===== config.mk =====
export PLATFORM = sky130hd
export DESIGN_NAME = cart_bus_sync
export DESIGN_NICKNAME = d
export VERILOG_FILES = /design/src/vdp_pkg.sv /design/src/cart_bus_sync.sv
export SDC_FILE = /design/constraint.sdc
export NUM_CORES = 1
export LEC_CHECK = 0
export ABC_CLOCK_PERIOD_IN_PS = 1200
export BUFFER_PORTS_ARGS = -buffer_cell sky130_fd_sc_hd__buf_2
export CAP_MARGIN = 20
export CORE_MARGIN = 4
export CORE_UTILIZATION = 38
export DETAILED_ROUTE_END_ITERATION = 16
export PLACE_DENSITY = 0.72
export REMOVE_ABC_BUFFERS = 1
export SYNTH_ARGS = -nofsm -noshare
export SYNTH_HDL_FRONTEND = slang
export SYNTH_SLANG_ARGS = --single-unit

===== constraint.sdc =====
create_clock -name clk -period 1.2 [get_ports clk]
set_input_delay 0.12 -clock clk [delete_from_list [all_inputs] [get_ports clk]]
set_output_delay 0.12 -clock clk [all_outputs]
set_load 0.05 [all_outputs]

===== src/vdp_pkg.sv =====
// ------------------------------
// Shared types for the cartridge VDP, 4 KiB on-chip VRAM
// Raster is a 32x24 test mode, one RGB332 byte per pixel
// ------------------------------
package vdp_pkg;

	// ------------------------------
	// Sizes and raster timing
	localparam int VRAM_AW     = 12;             // 4 KiB VRAM
	localparam int CLEAR_WORDS = 1 << VRAM_AW;   // Whole VRAM wiped after reset
	localparam int H_ACTIVE    = 32;             // Pixels per line
	localparam int V_ACTIVE    = 24;             // Visible lines
	localparam int H_TOTAL     = 48;
	localparam int V_TOTAL     = 30;
	localparam int H_SYNC      = 4;              // Pixel times
	localparam int V_SYNC      = 2;              // Lines

	// ------------------------------
	// Plain vectors
	typedef logic [VRAM_AW-1:0] vram_addr_t;
	typedef logic [7:0]         vdp_data_t;
	typedef logic [1:0]         port_t;
	typedef logic [1:0]         phase_t;       // enable_state slot
	typedef logic [2:0]         reg_index_t;
	typedef logic [4:0]         lcd_red_t;
	typedef logic [5:0]         lcd_green_t;
	typedef logic [4:0]         lcd_blue_t;

	// Memory slots inside one enable_state turn
	localparam phase_t PH_CPU   = 2'd0;         // Host request slot
	localparam phase_t PH_FETCH = 2'd2;         // Display read slot

	typedef enum logic {
		CLEARING,
		RUNNING
	} seq_state_t;

	// ------------------------------
	// Bundles
	typedef struct packed {
		logic      wr;
		port_t     port;
		vdp_data_t wdata;
	} cpu_access_t;

	typedef struct packed {
		logic       wr;
		vram_addr_t address;
		vdp_data_t  wdata;
	} vram_req_t;

	typedef struct packed {
		lcd_red_t   red;
		lcd_green_t green;
		lcd_blue_t  blue;
		logic       de;
		logic       hsync_n;
		logic       vsync_n;
	} lcd_pixel_t;

endpackage


===== src/cart_bus_sync.sv =====
// ------------------------------
// Host must hold its strobe until twait is low
// Split td bus where tdir high means td_out is driven
// ------------------------------
`timescale 1ns/1ns

module cart_bus_sync (
	input                      clk,
	input                      w_n_reset,
	input                      n_ce,
	input                      n_twr,
	input                      n_trd,
	input  vdp_pkg::port_t     ta,
	input  vdp_pkg::vdp_data_t td_in,
	input                      ack,
	input  vdp_pkg::vdp_data_t rdata,
	output logic               req,
	output vdp_pkg::cpu_access_t access,
	output logic               twait,
	output vdp_pkg::vdp_data_t td_out,
	output logic               tdir
);
	import vdp_pkg::*;

	logic [1:0] ff_ce_sync;     // Two-stage strobe synchronizers
	logic [1:0] ff_wr_sync;
	logic [1:0] ff_rd_sync;
	logic       ff_held;        // Access seen but strobe not yet released
	logic       ff_req;
	logic       ff_tdir;
	logic       w_active;
	logic       w_start;

	// ------------------------------
	// Strobe synchronization
	always_ff @(posedge clk) begin
		if (!w_n_reset) begin
			ff_ce_sync <= 2'b11;                      // Idle high
			ff_wr_sync <= 2'b11;
			ff_rd_sync <= 2'b11;
		end
		else begin
			ff_ce_sync <= {ff_ce_sync[0], n_ce};
			ff_wr_sync <= {ff_wr_sync[0], n_twr};
			ff_rd_sync <= {ff_rd_sync[0], n_trd};
		end
	end

	assign w_active = !ff_ce_sync[1] && (!ff_wr_sync[1] || !ff_rd_sync[1]);
	assign w_start  = w_active && !ff_held;           // One start per host access

	// ------------------------------
	// Request and read-back control
	always_ff @(posedge clk) begin
		if (!w_n_reset) begin
			ff_held <= 1'b0;
			ff_req  <= 1'b0;
			ff_tdir <= 1'b0;
		end
		else begin
			if (w_start) begin
				ff_held <= 1'b1;
				ff_req  <= 1'b1;
			end
			else if (!w_active) begin
				ff_held <= 1'b0;                       // Host let go
				ff_tdir <= 1'b0;
			end
			if (ff_req && ack) begin
				ff_req  <= 1'b0;                       // Drops the cycle after ack
				ff_tdir <= !access.wr;                 // Drive td only for reads
			end
		end
	end

	// Captured transfer and read byte
	always_ff @(posedge clk) begin
		if (w_start) begin
			access.wr    <= !ff_wr_sync[1];
			access.port  <= ta;
			access.wdata <= td_in;
		end
		if (ff_req && ack && !access.wr)
			td_out <= rdata;
	end

	assign req   = ff_req;
	assign twait = ff_req;                            // Wait held while outstanding
	assign tdir  = ff_tdir;

	// No new access starts while a request is still outstanding
	a_req_after_release: assert property (@(posedge clk) disable iff (!w_n_reset)
		w_start |-> !ff_req);

endmodule


==> key figures <==
CTS
  • H-Tree Depth: 1
  • CTS clk-pin slew, worst paths: 0.14 ns
  • Sink Count: 28
  • Clock Path Buffers: 2
  • Worst skew pair latency: 0.32 ns
  • Post-CTS setup buffer count: 0
  • Total CTS buffers: 3
  • CTS tree: done
  • Clk root buf: clkbuf_4

Place
  • DP Worst Slack: 0.123 ns
  • GP Congestion: 0.680
  • Estimated wirelength of the detail-placed design: 1.31 mm
  • IO buf count: 45
  • DP Cell Count: 120

Synth
  • Ys Warns: 0
  • Synthesis-stage register bit count: 28
  • Syn Inst Count: 47
  • Seq/Total Area, Yosys: 85.0%
  • Mapped Area: 883 sq um
  • Mean Syn Cell Area: 18.8 sq um
  • Synth unique cells: 15

STA
  • Final Max Slew Viols: 0
  • Fin worst setup slack: 0.0865 ns
  • # setup viols final: 0
  • Fin crit period: 1.11 ns
  • Worst Skew: 0.00297 ns
  • Hold Fails Final Rpt: 0
  • Worst slew pin tran: 0.259 ns
  • Rel. slew slack: 82.8%
  • Max Fclk: 898 MHz
  • Fin crit share: 92.8%
  • Unrepaired setup endpoints after global routing: no

Cells and area
  • Ant diodes: 0
  • Final Core Density: 63.0%
  • P&R area growth vs syn: 57.6%
  • Fraction of layout cells with a size suffix above 1: 45.3%
  • Total Nets Final: 142
  • Non-filler cells, final: 145
  • Most frequent cells in the layout: buf_2, dlygate4sd3_1, edfxtp_1
  • Leading cell type in the layout, fill and taps excluded: buf_2

Worst setup path
  • Crit path kind: reg -> out
  • Worst endpoint required time: 1.08 ns
  • CP max FO: 3
  • Crit start category: flop
  • Critical Path, Cell by Cell: buf_2
  • Slowest cell on the critical path: edfxtp_1
  • Critical Path AT: 0.99 ns
  • CP delay by family, top: flip-flops
  • Critical path's largest stage delay: 0.40 ns
  • CP endpoint kind: output pin
  • CP bufs+invs: 1

Global route
  • First-pass GRT wire length: 2.96 mm
  • GR Overflow Total: 0
  • Number of global-route vias before repair: 685
  • Total track usage: 12.8%
  • Largest net degree at the start of global routing: 16
  • Initial antenna violation count: 0

Pwr
  • Register share of total power: 64.6%
  • Cell leakage power: 0.603 nW
  • Switching Share: 19.3%
  • Pwr dens: 1170 mW/mm^2
  • Clock Power Share: 27.0%
  • Worst vdd ir: 0.000940 V
  • Internal: 1.31 mW
  • P_sw: 0.314 mW
  • Comb power frac: 8.4%

Drt
  • Vias after detailed routing: 628
  • DR WL/cell: 13.1 um
  • Antenna Violating Nets Remaining: 0
  • First DRT Iteration DRCs: 13
  • Drt pass-1 iters: 4
  • Drt drc: 0
  • Aggregate routed wire length: 1.90 mm
  • Via/cell ratio: 4.33

Min path
  • HP Class: in -> reg

Flow run
  • Max-cap violations: 0

Floorplanning
  • # rows: 17
  • Core ar.: 0.00221 sq mm
  • Die ar.: 0.00316 sq mm
  • Die width: 56.2 um
  • Initial Util: 39.9%
  • Io pins: 46
  • Die Ht: 56.2 um

Status
  • Run status: finished, final reports clean
through the flow:
| stage | TNS, ns | power, mW | hold slack, ns | instance area (sq um) |
|---|---|---|---|---|
| after floorplan | -7.13 | 1.10 | 0.193 | 865 |
| after global placement | 0 | 1.15 | 0.298 | 1140 |
| after detailed placement | 0 | 1.15 | 0.298 | 1140 |
| after CTS | 0 | 1.63 | 0.0654 | 1390 |
| after global routing | 0 | 1.69 | 0.0633 | 1390 |
| final | 0 | 1.63 | 0.0669 | 1390 |
area by class of cell:
cell class,count,area [sq um]
flip-flops and latches,28,752
well taps,28,35.0
inverters,2,7.51
fillers,192,820
multi-input cells,15,106
clock buffers,4,36.3
repair buffers,68,455
state kept, by name (all words and copies together) (netlist names):
register,flops
ff_wr_sync,2
ff_rd_sync,2
req,1
td_out,8
ff_held,1
access,11
ff_ce_sync,2
tdir,1
layer usage:
metal  track usage (%)  wire (um)  vias up
li1                  -          -      308
met2              25.9       1090       27
met1              10.7        603      287
met4              8.81         79        0
met3              2.09        121        6
met5                 0          0        -
Yosys cell counts:
library cell | n | area [sq um]
nand2b_1 | 6 | 37.5
a211oi_2 | 1 | 12.5
edfxtp_1 | 19 | 571
buf_4 | 1 | 7.51
a21oi_1 | 1 | 5.00
nor2_1 | 1 | 3.75
and3b_1 | 1 | 8.76
and2_1 | 1 | 6.26
a41o_1 | 1 | 10.0
a31o_1 | 1 | 8.76
and4b_1 | 1 | 10.0
inv_1 | 2 | 7.51
nand2_1 | 1 | 3.75
dfxtp_1 | 9 | 180
buf_6 | 1 | 11.3
kinds of logic after synthesis:
kind of cell | count (synthesis) | synth area share, %
flops | 28 | 85.0
simple gates | 11 | 7.93
buf+inv | 4 | 2.98
compound gates | 4 | 4.11
path summary, 6_finish.rpt:
kind	cells after the start	endpoint	from	slack, ns
worst max-delay path	1	access[10]	access[10]	0.09
worst min-delay path	2	ff_wr_sync[0]	w_n_reset	0.07
worst max register to register	2	access[1]	ff_rd_sync[1]	0.11
worst min register to register	1	ff_rd_sync[1]	ff_rd_sync[0]	0.44
power by group through the flow:
| stage | registers [mW] | logic (mW) | clock network (mW) |
|---|---|---|---|
| global placement | 1.07 | 0.0788 | 0 |
| CTS | 1.05 | 0.136 | 0.444 |
| finish | 1.05 | 0.136 | 0.440 |
| global route | 1.05 | 0.148 | 0.491 |
| detailed placement | 1.07 | 0.0827 | 0 |
| floorplan | 1.09 | 0.0112 | 0 |
worst register-to-register path, cell delays in order, from the launching register on:
cell and delay (ns):
dfxtp_1 0.35, a211oi_2 0.23, buf_4 0.23
repair_timing:
action                                  4_1_cts  5_1_grt
gates resized for setup                       0        3
endpoints found under the setup margin        0        2
hold buffers                                 21        0
endpoints found under the hold margin        21        0
No activity file was read; power rests on OpenSTA's default activity.
