[src/vdp_pkg.sv]
// ------------------------------
// Shared types for the cartridge VDP, 4 KiB on-chip VRAM
// Raster is a 32x24 test mode, one RGB332 byte per pixel
// ------------------------------
package vdp_pkg;

	// ------------------------------
	// Sizes and raster timing
	localparam int VRAM_AW     = 12;             // 4 KiB VRAM
	localparam int CLEAR_WORDS = 1 << VRAM_AW;   // Whole VRAM wiped after reset
	localparam int H_ACTIVE    = 32;             // Pixels per line
	localparam int V_ACTIVE    = 24;             // Visible lines
	localparam int H_TOTAL     = 48;
	localparam int V_TOTAL     = 30;
	localparam int H_SYNC      = 4;              // Pixel times
	localparam int V_SYNC      = 2;              // Lines

	// ------------------------------
	// Plain vectors
	typedef logic [VRAM_AW-1:0] vram_addr_t;
	typedef logic [7:0]         vdp_data_t;
	typedef logic [1:0]         port_t;
	typedef logic [1:0]         phase_t;       // enable_state slot
	typedef logic [2:0]         reg_index_t;
	typedef logic [4:0]         lcd_red_t;
	typedef logic [5:0]         lcd_green_t;
	typedef logic [4:0]         lcd_blue_t;

	// Memory slots inside one enable_state turn
	localparam phase_t PH_CPU   = 2'd0;         // Host request slot
	localparam phase_t PH_FETCH = 2'd2;         // Display read slot

	typedef enum logic {
		CLEARING,
		RUNNING
	} seq_state_t;

	// ------------------------------
	// Bundles
	typedef struct packed {
		logic      wr;
		port_t     port;
		vdp_data_t wdata;
	} cpu_access_t;

	typedef struct packed {
		logic       wr;
		vram_addr_t address;
		vdp_data_t  wdata;
	} vram_req_t;

	typedef struct packed {
		lcd_red_t   red;
		lcd_green_t green;
		lcd_blue_t  blue;
		logic       de;
		logic       hsync_n;
		logic       vsync_n;
	} lcd_pixel_t;

endpackage

[src/video_timing.sv]
// ------------------------------
// One pixel per enable_state turn, outputs lag the counters by one pixel
// Front porch equals the sync width on both axes
// ------------------------------
`timescale 1ns/1ns

module video_timing (
	input                          clk,
	input                          w_n_reset,
	input  vdp_pkg::phase_t        enable_state,
	input                          display_on,
	input  [1:0]                   name_page,
	input  vdp_pkg::vdp_data_t     backdrop,
	input  vdp_pkg::vdp_data_t     fetch_data,
	output vdp_pkg::vram_addr_t    fetch_addr,
	output logic                   vblank_start,
	output logic                   lcd_clk,
	output vdp_pkg::lcd_pixel_t    pixel
);
	import vdp_pkg::*;

	logic [$clog2(H_TOTAL)-1:0] ff_h;     // Column
	logic [$clog2(V_TOTAL)-1:0] ff_v;     // Line
	logic                       ff_vblank_start;
	lcd_pixel_t                 ff_pixel;
	logic                       w_active;
	logic                       w_hsync;
	logic                       w_vsync;
	vdp_data_t                  w_colour;

	assign w_active = (ff_h < H_ACTIVE) && (ff_v < V_ACTIVE);
	assign w_hsync  = (ff_h >= H_ACTIVE + H_SYNC) && (ff_h < H_ACTIVE + 2 * H_SYNC);
	assign w_vsync  = (ff_v >= V_ACTIVE + V_SYNC) && (ff_v < V_ACTIVE + 2 * V_SYNC);

	// Page base, then line and column
	assign fetch_addr = vram_addr_t'({name_page, 10'd0}) + vram_addr_t'(ff_v * H_ACTIVE)
		+ vram_addr_t'(ff_h);

	// Zero byte is transparent
	assign w_colour = (display_on && fetch_data != '0) ? fetch_data : backdrop;

	// ------------------------------
	// Raster counters
	always_ff @(posedge clk) begin
		if (!w_n_reset) begin
			ff_h            <= '0;
			ff_v            <= '0;
			ff_vblank_start <= 1'b0;
		end
		else begin
			ff_vblank_start <= (enable_state == PH_CPU) && (ff_h == H_TOTAL - 1)
				&& (ff_v == V_ACTIVE - 1);
			if (enable_state == PH_CPU) begin
				if (ff_h == H_TOTAL - 1) begin
					ff_h <= '0;
					ff_v <= (ff_v == V_TOTAL - 1) ? '0 : ff_v + 1'b1;
				end
				else
					ff_h <= ff_h + 1'b1;
			end
		end
	end

	// ------------------------------
	// Output pixel, RGB332 widened by repeating top bits
	always_ff @(posedge clk) begin
		if (!w_n_reset) begin
			ff_pixel <= '{red: '0, green: '0, blue: '0, de: 1'b0, hsync_n: 1'b1, vsync_n: 1'b1};
		end
		else if (enable_state == PH_CPU) begin
			ff_pixel.de      <= w_active;
			ff_pixel.hsync_n <= !w_hsync;
			ff_pixel.vsync_n <= !w_vsync;
			ff_pixel.red     <= w_active ? {w_colour[7:5], w_colour[7:6]} : '0;
			ff_pixel.green   <= w_active ? {w_colour[4:2], w_colour[4:2]} : '0;
			ff_pixel.blue    <= w_active ? {w_colour[1:0], w_colour[1:0], w_colour[1]} : '0;
		end
	end

	assign pixel        = ff_pixel;
	assign vblank_start = ff_vblank_start;
	assign lcd_clk      = enable_state[1];      // High in slots 2 and 3

	a_de_outside_sync: assert property (@(posedge clk) disable iff (!w_n_reset)
		ff_pixel.de |-> (ff_pixel.hsync_n && ff_pixel.vsync_n));

endmodule

[config.mk]
export PLATFORM = sky130hd
export DESIGN_NAME = video_timing
export DESIGN_NICKNAME = d
export VERILOG_FILES = /design/src/vdp_pkg.sv /design/src/video_timing.sv
export SDC_FILE = /design/constraint.sdc
export NUM_CORES = 1
export LEC_CHECK = 0
export BUFFER_PORTS_ARGS = -buffer_cell sky130_fd_sc_hd__buf_2
export CAP_MARGIN = 10
export CORE_AREA = 2 2 81 44
export CTS_CLUSTER_DIAMETER = 80
export DETAILED_ROUTE_END_ITERATION = 10
export DIE_AREA = 0 0 83 46
export PLACE_DENSITY_LB_ADDON = 0.1
export SLEW_MARGIN = 0
export SYNTH_ARGS = -nofsm -noshare
export SYNTH_HDL_FRONTEND = slang
export SYNTH_SLANG_ARGS = --single-unit
export TNS_END_PERCENT = 10
[constraint.sdc]
create_clock -name clk -period 1.89 [get_ports clk]
set_input_delay 0.0945 -clock clk [delete_from_list [all_inputs] [get_ports clk]]
set_output_delay 0.0945 -clock clk [all_outputs]
set_load 0.05 [all_outputs]
==> impl_metrics.csv <==
group,metric,value,unit
sta,fmax,556,MHz
worst_hold_path,hold_path_depth,3,
cts,clk_pin_slew_worst_paths,0.09,ns
die,rows,15,
place,gp_congestion,0.799,
global_route,grt_pass1_wl,5740,µm
synthesis,syn_area_per_cell,8.48,µm²
worst_hold_path,worst_hold_startpoint,"backdrop[7]",
setup_path,start_kind,"flip-flop",
setup_path,crit_required,1.80,ns
setup_path,rrSetupSlack,0.36,ns
setup_path,cp-end-kind,"output port",
routing,ant_nets,0,
finish,final_core_util,54.0,%
synthesis,synth-compound-area-share,19.6,%
finish,areaGrowthSynthToFinish,18.2,%
synthesis,synth_top_family_by_area,"simple AND/OR/NAND/NOR gates",
global_route,grt_usage,19.3,%
setup_path,slowest_delay,0.40,ns
synthesis,synthXorXnorAreaFrac,3.58,%
worst_hold_path,hp-class,"input port to flip-flop",
sta,min_period,1.80,ns
synthesis,synth_largest_area_cell,"dfxtp_1",
power,power_density,604,nW/µm²
routing,vias,1455,
cts,cts_tree,"built",
synthesis,synthMuxAreaShare,6.14,%
setup_path,crit_fanout,8,
sta,drv_slew,0,
global_route,antenna_found_initial,0,
finish,nets,242,
synthesis,syn-cell-area,1470,µm²
worst_hold_path,min_to,"pixel[15]",
setup_path,r2r_end,"ff_v[2]",
setup_path,r2r_cells,5,
cts,cts_htree_levels,1,
synthesis,synth.most_common_cell,"dfxtp_1",
sta,hold_viol,0,
die,io_pins,56,
sta,setup_tns,0,ns
sta,setup_violations,0,
cts,clockBufferDepth,2,
finish,drive_gt1_share,35.8,%
cts,clock-root-buffer,"clkbuf_8",
routing,drt_iter0_drc,69,
synthesis,synth_seq_area_share,31.4,%
synthesis,synth-main-ff-cell,"dfxtp_1",
synthesis,synth-seq-cells,23,
synthesis,yosysWarnings,0,
die,die_h,46,µm
synthesis,ys_top_cells_by_count,"23 x dfxtp_1, 14 x buf_4, 10 x nor2_1",
cts,numCtsBuffers,3,
routing,detail_route.wl_per_cell,14.9,µm
setup_path,crit_type,"flip-flop to output port",
synthesis,synth.area.top_cells,"dfxtp_1 31%, buf_4 7.2%, mux2_2 6.1%, ha_1 5.1%, a32oi_1 4.8%",
routing,firstDrtPassIters,4,
routing,via_per_inst,5.73,
setup_path,worstPathCellList,"ha_1 -> ha_1 -> nand3_1 -> nor2_2 -> xor2_1 -> buf_4",
synthesis,synth_fp_nets,202,
synthesis,synth_top_area_share,31.4,%
finish,antenna_cells,0,
die,initial_core_util,45.7,%
run,cap_violations,0,
synthesis,yosysUniqueCellTypes,40,
global_route,grt_overflow,0,
place,dp_hpwl,2930,µm
synthesis,synthCells,173,
setup_path,r2r-start,"ff_h[1]",
run_status,outcome,"completed",
synthesis,synth_edf_count,0,
power,peakVddDrop,0.329,mV
cts,cts.sinks,23,
global_route,grt_max_degree,15,
synthesis,synth_adder_area_share,5.12,%
setup_path,cpMostUsedCell,"ha_1",
die,die-area,3820,µm²
power,leakage,0.714,nW
global_route,grt_pass1_vias,1246,
setup_path,worstPathArrival,1.71,ns
routing,drcViolationCount,0,
sta,fin_crit_sh,95.2,%
sta,slew_headroom,66.4,%
cts,clk_latency,0.27,ns
synthesis,synth-simple-area-share,22.8,%
setup_path,slowest_stage,"dfxtp_2",
die,coreArea,3210,µm²
sta,tightestPinTransition,0.500,ns
routing,totalWireLength,3780,µm
sta,fin_skew,0.0107,ns
die,die_x,83,µm
synthesis,synth-async-reset-ratio,0,%
place,port_buffers,55,
sta,whs,0.0745,ns
finish,num-fill-cells,306,
sta,rsz0062_at_grt,"no",
[routing by layer]
metal	track usage [%]	part of all wire [%]
met1	27.4	50
met2	28.5	44
met3	5.62	5.2
met4	5.25	0.87
met5	0	0
[cells in the final DEF, fill, tap and decap left out, types with 2 or more instances in the layout]
master	synthesis	layout
a21oi_1	8	8
xor2_1	3	3
and3_1	2	2
buf_4	14	5
o21ai_1	9	9
o21ai_0	5	5
nand3_1	7	7
buf_2	4	54
nor4_1	3	3
a32oi_1	8	8
nand2_1	9	9
a41oi_1	2	2
ha_1	6	6
dfxtp_1	23	21
clkbuf_8	0	3
nand4_1	5	5
inv_1	5	5
xnor2_1	3	3
nor3b_1	2	2
nand2b_1	9	9
nor3_1	2	2
nand4b_1	3	3
o22ai_1	2	2
mux2_2	8	8
dfxtp_2	0	2
nor2_1	10	9
a311oi_1	2	2
[logic make-up (layout without fill, tap and decap cells)]
family | Yosys count | count (layout)
buffers and inverters | 29 | 68
AOI/OAI and AO/OA | 43 | 43
xor gates and xnor gates | 6 | 6
adders and majority gates | 6 | 6
muxes | 8 | 8
DFF | 23 | 23
and+or+nand+nor | 58 | 58
[cell type report]
class / instances / area [µm²] / area share (%)
multi-input combinational: 121 / 842 / 48.6
sequential: 23 / 463 / 26.7
timing repair buffer: 59 / 308 / 17.8
tap: 42 / 52.6 / 3.03
clock buffer: 3 / 41.3 / 2.38
inverter: 5 / 18.8 / 1.08
clock inverter: 1 / 7.51 / 0.433
[worst max-delay path, delay by kind of cell, from the launching register on]
family,cells,cell delay (ns)
flip-flops,1,0.40
adder cells (fa/ha/maj),2,0.38
buffers and inverters,1,0.23
AND/OR/NAND/NOR,2,0.23
XOR/XNOR,1,0.18
[repair_timing]
action,4_1_cts,5_1_grt
gates resized for setup,2,2
setup endpoints to repair,1,1
cloned,0,0
pin swaps,0,0
hold buffers,0,0
setup buffers,0,0
[report_power, final]
group	switching (mW)	internal [mW]
registers	0.00956	0.497
logic	0.155	0.0668
clock network	0.169	0.149
total	0.334	0.713
[how the worst max path moves through the flow]
stage / startpoint / depth (start not counted) / slack [ns] / to
2_1_floorplan: ff_h[5] / 5 / 0.06 / fetch_addr[11]
3_3_place_gp: ff_h[5] / 6 / 0.37 / fetch_addr[11]
3_5_place_dp: ff_h[5] / 6 / 0.26 / fetch_addr[11]
4_1_cts: ff_v[0] / 6 / 0.04 / fetch_addr[11]
5_1_grt: ff_h[5] / 6 / 0.01 / fetch_addr[11]
6_report: ff_h[5] / 6 / 0.09 / fetch_addr[11]
[flip-flops by register name, summed over array words and instances, names as in the netlist]
name	count
vblank_start	1
ff_v	5
pixel	11
ff_h	6
[through the flow]
step | instance area, µm² | instances | worst slack, ns | total power, mW
5_1_grt | 1730 | 254 | 0.0131 | 1.09
6_report | 1730 | 254 | 0.0902 | 1.05
3_5_place_dp | 1680 | 250 | 0.258 | 0.739
4_1_cts | 1730 | 254 | 0.0430 | 1.06
2_1_floorplan | 1470 | 173 | 0.0591 | 0.683
3_3_place_gp | 1680 | 250 | 0.366 | 0.736
Note: power is estimated with default switching activity, not from simulation.
