$ cat config.mk
export PLATFORM = sky130hd
export DESIGN_NAME = vdp_port
export DESIGN_NICKNAME = d
export VERILOG_FILES = /design/src/vdp_pkg.sv /design/src/vdp_port.sv
export SDC_FILE = /design/constraint.sdc
export NUM_CORES = 1
export LEC_CHECK = 0
export BUFFER_PORTS_ARGS = -buffer_cell sky130_fd_sc_hd__buf_2
export CAP_MARGIN = 15
export CORE_MARGIN = 2
export CORE_UTILIZATION = 31
export CTS_BUF_LIST = sky130_fd_sc_hd__clkbuf_4 sky130_fd_sc_hd__clkbuf_8
export DETAILED_ROUTE_END_ITERATION = 6
export PLACE_DENSITY = 0.61
export REMOVE_ABC_BUFFERS = 1
export SYNTH_ARGS = -nofsm -noshare
export SYNTH_HDL_FRONTEND = slang
export SYNTH_SLANG_ARGS = --single-unit
$ cat constraint.sdc
create_clock -name clk -period 3.6 [get_ports clk]
set_clock_uncertainty 0.2 [all_clocks]
set_input_delay 0.72 -clock clk [delete_from_list [all_inputs] [get_ports clk]]
set_output_delay 0.72 -clock clk [all_outputs]
set_load 0.02 [all_outputs]
$ cat src/vdp_pkg.sv
// ------------------------------
// Shared types for the cartridge VDP, 4 KiB on-chip VRAM
// Raster is a 32x24 test mode, one RGB332 byte per pixel
// ------------------------------
package vdp_pkg;

	// ------------------------------
	// Sizes and raster timing
	localparam int VRAM_AW     = 12;             // 4 KiB VRAM
	localparam int CLEAR_WORDS = 1 << VRAM_AW;   // Whole VRAM wiped after reset
	localparam int H_ACTIVE    = 32;             // Pixels per line
	localparam int V_ACTIVE    = 24;             // Visible lines
	localparam int H_TOTAL     = 48;
	localparam int V_TOTAL     = 30;
	localparam int H_SYNC      = 4;              // Pixel times
	localparam int V_SYNC      = 2;              // Lines

	// ------------------------------
	// Plain vectors
	typedef logic [VRAM_AW-1:0] vram_addr_t;
	typedef logic [7:0]         vdp_data_t;
	typedef logic [1:0]         port_t;
	typedef logic [1:0]         phase_t;       // enable_state slot
	typedef logic [2:0]         reg_index_t;
	typedef logic [4:0]         lcd_red_t;
	typedef logic [5:0]         lcd_green_t;
	typedef logic [4:0]         lcd_blue_t;

	// Memory slots inside one enable_state turn
	localparam phase_t PH_CPU   = 2'd0;         // Host request slot
	localparam phase_t PH_FETCH = 2'd2;         // Display read slot

	typedef enum logic {
		CLEARING,
		RUNNING
	} seq_state_t;

	// ------------------------------
	// Bundles
	typedef struct packed {
		logic      wr;
		port_t     port;
		vdp_data_t wdata;
	} cpu_access_t;

	typedef struct packed {
		logic       wr;
		vram_addr_t address;
		vdp_data_t  wdata;
	} vram_req_t;

	typedef struct packed {
		lcd_red_t   red;
		lcd_green_t green;
		lcd_blue_t  blue;
		logic       de;
		logic       hsync_n;
		logic       vsync_n;
	} lcd_pixel_t;

endpackage

$ cat src/vdp_port.sv
// ------------------------------
// Port 0 carries VRAM data and port 1 control and status
// Ports 2 and 3 are acked and ignored
// ------------------------------
`timescale 1ns/1ns

module vdp_port (
	input                          clk,
	input                          w_n_reset,
	input                          req,
	input  vdp_pkg::cpu_access_t   access,
	input                          mem_ack,
	input  vdp_pkg::vdp_data_t     mem_rdata,
	input                          vblank_start,
	output logic                   ack,
	output vdp_pkg::vdp_data_t     rdata,
	output logic                   mem_req,
	output vdp_pkg::vram_req_t     mem_access,
	output logic                   display_on,
	output logic [1:0]             name_page,
	output vdp_pkg::vdp_data_t     backdrop
);
	import vdp_pkg::*;

	vdp_data_t  ff_regs [0:(1 << $bits(reg_index_t))-1];   // Write-only registers
	vram_addr_t ff_addr;            // Auto-increment pointer
	vdp_data_t  ff_latch;           // First byte of a port 1 pair
	logic       ff_second;          // Next port 1 write is the second byte
	logic       ff_vblank;          // Status bit 7
	logic       ff_ack;
	logic       ff_mem_req;
	reg_index_t w_reg_index;
	logic       w_start;

	assign w_reg_index = reg_index_t'(access.wdata[2:0]);
	assign w_start     = req && !ff_ack && !ff_mem_req;   // Fresh host transfer

	// ------------------------------
	// Port decode and register file
	always_ff @(posedge clk) begin
		if (!w_n_reset) begin
			for (int i = 0; i < (1 << $bits(reg_index_t)); i++)
				ff_regs[i] <= '0;
			ff_addr    <= '0;
			ff_second  <= 1'b0;
			ff_vblank  <= 1'b0;
			ff_ack     <= 1'b0;
			ff_mem_req <= 1'b0;
		end
		else begin
			ff_ack <= 1'b0;                          // One-cycle pulse
			if (vblank_start)
				ff_vblank <= 1'b1;
			if (ff_mem_req) begin
				if (mem_ack) begin                   // VRAM slot done
					ff_mem_req <= 1'b0;
					ff_ack     <= 1'b1;
					ff_addr    <= ff_addr + 1'b1;    // Wraps at 4 KiB
				end
			end
			else if (w_start) begin
				case (access.port)
					2'd0: ff_mem_req <= 1'b1;        // Latency set by sequencer
					2'd1: begin
						ff_ack <= 1'b1;
						if (!access.wr) begin
							ff_second <= 1'b0;           // Status read resets the pair
							ff_vblank <= vblank_start;
						end
						else if (!ff_second) begin
							ff_latch  <= access.wdata;
							ff_second <= 1'b1;
						end
						else begin
							ff_second <= 1'b0;
							if (access.wdata[7])
								ff_regs[w_reg_index] <= ff_latch;   // Register write
							else
								ff_addr <= {access.wdata[3:0], ff_latch}; // Address set
						end
					end
					default: ff_ack <= 1'b1;         // Unused ports
				endcase
			end
		end
	end

	// ------------------------------
	// Read data and VRAM request payload
	always_ff @(posedge clk) begin
		if (ff_mem_req && mem_ack)
			rdata <= mem_rdata;
		else if (w_start)
			rdata <= (access.port == 2'd1) ? {ff_vblank, 7'd0} : '0;
		if (w_start && access.port == 2'd0) begin
			mem_access.wr      <= access.wr;
			mem_access.address <= ff_addr;
			mem_access.wdata   <= access.wdata;
		end
	end

	assign ack        = ff_ack;
	assign mem_req    = ff_mem_req;
	assign display_on = ff_regs[1][6];        // R#1 BL bit
	assign name_page  = ff_regs[2][1:0];      // 1 KiB pages
	assign backdrop   = ff_regs[7];

	// VRAM ack answers only a pending request and never meets a host ack
	a_no_req_with_ack: assert property (@(posedge clk) disable iff (!w_n_reset)
		mem_ack |-> (ff_mem_req && !ff_ack));

endmodule

==> flow_metrics.env, run 1 <==
export IMPL_dp_hpwl_microns=4140
export IMPL_synth_largest_type_area_fraction_pct=53.6
export IMPL_hold_buffers=0
export IMPL_grt_antenna_before_repair=0
export IMPL_dr_first_iter_drc_count=161
export IMPL_cts_resized=0
export IMPL_synth_seq_area_share_pct=65.5
export IMPL_yosysTopAreaCell="edfxtp_1"
export IMPL_portBuffers=65
export IMPL_fin_ws_ns=1.20
export IMPL_cts_tree="done"
export IMPL_ys_async_sr_fraction_pct=0
export IMPL_grt_first_pass_wirelength_microns=9180
export IMPL_cap_viol_max_count=0
export IMPL_launch_point_of_the_critical_path="mem_req"
export IMPL_synth_avg_cell_area_sq_um=12.7
export IMPL_design_portCount=66
export IMPL_crit_buf_inv=0
export IMPL_globalRouteOverflowTotal=0
export IMPL_cts_reportedPaths_clkPinSlew_ns=0.07
export IMPL_cts_max_level=3
export IMPL_vias_in_the_first_global_route=1799
export IMPL_worstHoldPathType="flop to flop"
export IMPL_core_rowCount=33
export IMPL_cp_arrival_ns=2.19
export IMPL_crit_reg2reg_launch="mem_req"
export IMPL_synth_enable_flop_cells=48
export IMPL_max_slew_worst_pin_slew_ns=0.625
export IMPL_cts_repair_timing_setup_buffer_count=0
export IMPL_fp_dieW_microns=97.2
export IMPL_number_of_nets_still_failing_antenna_checks_after_routing=0
export IMPL_grt_start_max_net_pins=19
export IMPL_synthToLayoutAreaGrowth_pct=24.1
export IMPL_die_h_microns=97.2
export IMPL_drive_gt1_share_pct=32.4
export IMPL_r2r_depth=4
export IMPL_die_area_sq_um=9440
export IMPL_num_nets_final=310
export IMPL_critPathCapture="ff_regs[7][0]"
export IMPL_leakagePower_nw=1.29
export IMPL_worst_ir_drop_vdd_v=0.000163
export IMPL_initial_utilization_pct=32.4
export IMPL_wl_per_cell_microns=14.6
export IMPL_clkLatencyLatePin_ns=0.34
export IMPL_clockRootBuffer="clkbuf_8"
export IMPL_synthDistinctLibCells=50
export IMPL_cells_traversed_along_the_worst_timing_path="nor3b_4 -> nand4_4 -> nor4_4 -> nand2b_1"
export IMPL_path_depth=4
export IMPL_setup_tns_ns=0
export IMPL_cp_end_kind="flop"
export IMPL_period_share_pct=66.6
export IMPL_status="finished, final reports clean"
export IMPL_flip_flop_and_latch_count_after_synthesis=64
export IMPL_route_detailed_vias_per_inst=4.87
export IMPL_max_freq_mhz=417
export IMPL_drc=0
export IMPL_layout_cells_most_common="buf_2"
export IMPL_cts_buffers_inserted=9
export IMPL_crit_required_ns=3.39
export IMPL_timing_worst_setup_path_type="flop to flop"
export IMPL_finalSetupViolCount=0
export IMPL_firstDrtPassIters=4
export IMPL_critPathTopFamily="simple AND/OR/NAND/NOR gates"
export IMPL_synthesis_instances=212
export IMPL_maxSlewViolCount=0
export IMPL_yosys_top_cells_area="edfxtp_1 (54%), dfxtp_1 (12%), nand2_1 (2.5%)"
export IMPL_rsz0062_at_grt="false"
export IMPL_hold_viol=0
export IMPL_post_synth_instance_area_sq_um=2690
export IMPL_worstReg2RegEnd="ff_regs[7][0]"
export IMPL_cts_path_max_buffers=2
export IMPL_worst_setup_path_start_kind="flop"
export IMPL_gr_util_all_layers_pct=12.5
export IMPL_crit_fanout=18
export IMPL_detailroute_via_count=1925
export IMPL_pre_cts_ws_ns=0.851
export IMPL_period_minus_slack_ns=2.40
export IMPL_ys_flop_type="edfxtp_1"
export IMPL_routed_wl_microns=5760
export IMPL_cp_slowest_cell="dfxtp_1"
export IMPL_core_area_sq_um=8300
export IMPL_cts_sinks=64
export IMPL_layout_cells_most_common_list="buf_2 (65), edfxtp_1 (48), nand2_1 (18)"
export IMPL_power_density_nw_per_um2=460
export IMPL_regToRegSetupSlack_ns=1.20
export IMPL_antennaDiodeCount=0
export IMPL_crit_path_max_incr_delay_ns=0.51
export IMPL_routabilityCongestion=0.812
export IMPL_ys_warnings_count=0
export IMPL_maxSlewHeadroom_pct=58.3
-- synth_stat cells (2+ instances only) --
cell / number
nor3_1: 4
o21a_1: 3
nand3_1: 7
o31ai_1: 2
nor4_1: 3
a21oi_1: 10
and2_1: 10
nand4_1: 2
mux2i_1: 3
a22oi_1: 2
nand2_1: 18
o21ai_0: 9
nand2b_1: 2
nor2_1: 13
dfxtp_1: 16
inv_1: 8
o211a_1: 2
a31oi_1: 2
nor2b_1: 4
a31o_2: 2
clkbuf_1: 5
and3_1: 7
or3_1: 2
edfxtp_1: 48
o22ai_1: 3
-- how the worst min path moves through the flow --
stage	from	to	cells past startpoint
final	ff_vblank	ff_vblank	2
after global routing	ff_vblank	ff_vblank	2
after CTS	ff_vblank	ff_vblank	2
after detailed placement	ff_vblank	ff_vblank	2
after global placement	ff_vblank	ff_vblank	2
after floorplan	ff_vblank	ff_vblank	2
-- flip-flops by register name (all words and copies together) (netlist names) --
signal,cells
ff_addr,12
mem_req,1
ff_regs,11
ff_vblank,1
ack,1
ff_second,1
mem_access,21
ff_latch,8
rdata,8
-- routing by layer --
layer  global-route usage, %  wire, microns  vias up
met5                       0              0        -
met4                    6.50            104        0
met3                    3.60            336        6
met2                    18.3           2700       65
met1                    16.9           2620      903
li1                        -              -      951
-- layout make-up --
cell class	instances	area, sq um
timing repair buffer	69	355
inverter	8	30.0
fill	818	4960
clock inverter	4	46.3
tap	105	131
clock buffer	12	146
multi-input combinational	133	870
sequential	64	1760
-- logic make-up after synthesis --
logic type	share of synthesized area, %
mux	1.12
buf+inv	2.42
simple gates	19.7
flops	65.5
compound gates	10.9
fa+ha+maj	0.465
-- stage by stage --
| stage | instance area [sq um] | utilization [%] | power [mW] | std cells | hold WS [ns] |
|---|---|---|---|---|---|
| after detailed placement | 3150 | 37.9 | 0.958 | 379 | 0.276 |
| after CTS | 3340 | 40.3 | 1.55 | 395 | 0.285 |
| after global routing | 3340 | 40.3 | 1.59 | 395 | 0.305 |
| after global placement | 3150 | 37.9 | 0.955 | 379 | 0.266 |
| after floorplan | 2660 | - | 0.904 | 205 | 0.248 |
| final | 3340 | 40.3 | 1.54 | 395 | 0.283 |
-- worst register-to-register path, stage by stage, from the launching register on --
cell	delay, ns
dfxtp_1	0.51
nor3b_4	0.35
nand4_4	0.17
nor4_4	0.44
nand2b_1	0.39
-- power breakdown --
group	leakage (nW)	switching, mW	internal [mW]
clock	0.0983	0.258	0.340
sequential	0.586	0.0121	0.816
combinational	0.607	0.0737	0.0387
(Power assumes the default switching activity.)
==> inputs of run 2 (changes only) <==
clock period = 2.3 ns   (was 3.6 ns; I/O delays follow)
==> flow_metrics.env, run 2 (synthesis gave the netlist of run 1 again) <==
export IMPL_status="finished, final reports clean"
export IMPL_core_rowCount=33
export IMPL_crit_required_ns=2.10
export IMPL_place_area_sq_um=3190
export IMPL_crit_path_max_incr_delay_ns=0.36
export IMPL_worstHoldPathType="primary input to flop"
export IMPL_r2r_depth=4
export IMPL_core_area_sq_um=8300
export IMPL_vias_in_the_first_global_route=1816
export IMPL_area_sequential_sq_um=1760
export IMPL_initial_utilization_pct=32.4
export IMPL_hold_buffers=0
export IMPL_min_delay_start="access[4]"
export IMPL_final_instance_count_excl_fill=401
export IMPL_filler_cell_count=819
export IMPL_setup_tns_ns=0
export IMPL_cts_repair_timing_setup_buffer_count=0
export IMPL_cts_sinks=64
export IMPL_hold_viol=0
export IMPL_area_used_by_multi_input_combinational_logic_sq_um=870
export IMPL_worst_setup_path_start_kind="flop"
export IMPL_crit_buf_inv=0
export IMPL_die_h_microns=97.2
export IMPL_cts_path_max_buffers=2
export IMPL_crit_fanout=8
export IMPL_dr_first_iter_drc_count=162
export IMPL_crit_reg2reg_launch="mem_req"
export IMPL_die_area_sq_um=9440
export IMPL_clkLatencyLatePin_ns=0.35
export IMPL_top_regs="mem_access (21), ff_addr (12), ff_regs (11)"
export IMPL_cts_reportedPaths_clkPinSlew_ns=0.07
export IMPL_cp_arrival_ns=1.81
export IMPL_design_portCount=66
export IMPL_grt_antenna_before_repair=0
export IMPL_clockRootBuffer="clkbuf_8"
export IMPL_maxSlewViolCount=0
export IMPL_antennaDiodeCount=0
export IMPL_cts_buffers_inserted=9
export IMPL_finalSetupViolCount=0
export IMPL_portBuffers=65
export IMPL_detailroute_via_count=1951
export IMPL_whs_path_depth=1
export IMPL_finalInstanceArea_sq_um=3360
export IMPL_cap_viol_max_count=0
export IMPL_regToRegSetupSlack_ns=0.29
export IMPL_largest_register="mem_access"
export IMPL_max_freq_mhz=498
export IMPL_cts_resized=0
export IMPL_worstReg2RegEnd="ff_regs[7][7]"
export IMPL_hold_path_end="mem_access[4]"
export IMPL_worst_ir_drop_vdd_v=0.000228
export IMPL_grt_first_pass_wirelength_microns=9190
export IMPL_layout_cells_most_common="buf_2"
export IMPL_synthToLayoutAreaGrowth_pct=24.9
export IMPL_critPathTopFamily="simple AND/OR/NAND/NOR gates"
export IMPL_period_share_pct=87.4
export IMPL_power_density_nw_per_um2=685
export IMPL_cts_tree="done"
export IMPL_layout_cells_most_common_list="buf_2 (65), edfxtp_1 (48), nand2_1 (18)"
export IMPL_gr_util_all_layers_pct=12.7
export IMPL_cp_end_kind="flop"
export IMPL_cts_max_level=3
export IMPL_max_slew_worst_pin_slew_ns=0.429
export IMPL_fp_dieW_microns=97.2
export IMPL_drc=0
export IMPL_route_detailed_vias_per_inst=4.87
export IMPL_wl_per_cell_microns=14.2
export IMPL_period_minus_slack_ns=2.01
export IMPL_leakagePower_nw=1.31
export IMPL_flip_flop_count_of_the_largest_register_all_copies_and_words_added=21
export IMPL_maxSlewHeadroom_pct=71.4
export IMPL_number_of_nets_still_failing_antenna_checks_after_routing=0
export IMPL_globalRouteOverflowTotal=0
export IMPL_routabilityCongestion=0.804
export IMPL_routed_wl_microns=5680
export IMPL_grt_start_max_net_pins=15
export IMPL_drive_gt1_share_pct=34.1
export IMPL_timing_worst_setup_path_type="flop to flop"
export IMPL_firstDrtPassIters=4
export IMPL_dp_hpwl_microns=4250
export IMPL_dp_cells=385
export IMPL_rsz0062_at_grt="false"
export IMPL_num_nets_final=316
export IMPL_cp_slowest_cell="dfxtp_1"
export IMPL_finalCoreUtilization_pct=40.5
export IMPL_cells_traversed_along_the_worst_timing_path="nor3b_4 -> nand4_4 -> nor4_4 -> nand2b_1"
-- run 2: layer usage --
| metal | GRT usage (%) | vias to the layer above | wire, microns |
|---|---|---|---|
| li1 | - | 967 | - |
| met1 | 16.4 | 901 | 2550 |
| met2 | 18.5 | 71 | 2570 |
| met3 | 4.82 | 12 | 442 |
| met4 | 6.18 | 0 | 118 |
| met5 | 0 | - | 0 |
-- run 2: per-stage QoR --
stage                     setup WS (ns)  power [mW]  hold WS [ns]
after CTS                         0.279        2.33        0.0872
after global placement            0.101        1.50         0.258
after floorplan                  -0.708        1.42         0.248
final                             0.290        2.30         0.102
after global routing              0.155        2.40        0.0796
after detailed placement         0.0613        1.50         0.277
-- run 2: final cells by class --
type,instances,area share (%)
multi-input combinational,133,25.9
timing repair buffer,75,11.9
tap,105,3.91
sequential,64,52.4
clock buffer,12,4.35
clock inverter,4,0.670
inverter,8,0.893
-- run 2: worst max-delay path by stage --
stage	startpoint	to	slack [ns]	cells after the start
4_1_cts	mem_req	ff_regs[7][7]	0.28	4
6_report	mem_req	ff_regs[7][7]	0.29	4
5_1_grt	mem_req	ff_regs[7][7]	0.15	4
3_3_place_gp	req	ff_regs[7][0]	0.10	5
3_5_place_dp	access[8]	ff_regs[7][5]	0.06	5
2_1_floorplan	mem_req	mem_access[0]	-0.71	3
-- run 2: report_power, final --
part | total [mW] | internal, mW | switching (mW) | leakage (nW)
logic | 0.184 | 0.0651 | 0.119 | 0.638
registers | 1.29 | 1.28 | 0.0162 | 0.586
clock network | 0.828 | 0.421 | 0.407 | 0.0904
total | 2.30 | 1.76 | 0.542 | 1.31
-- run 2: worst register-to-register path, delay by kind of cell (launching register included) --
family	cells	cell delay (ns)
flip-flops	1	0.36
AND/OR/NAND/NOR	4	1.11
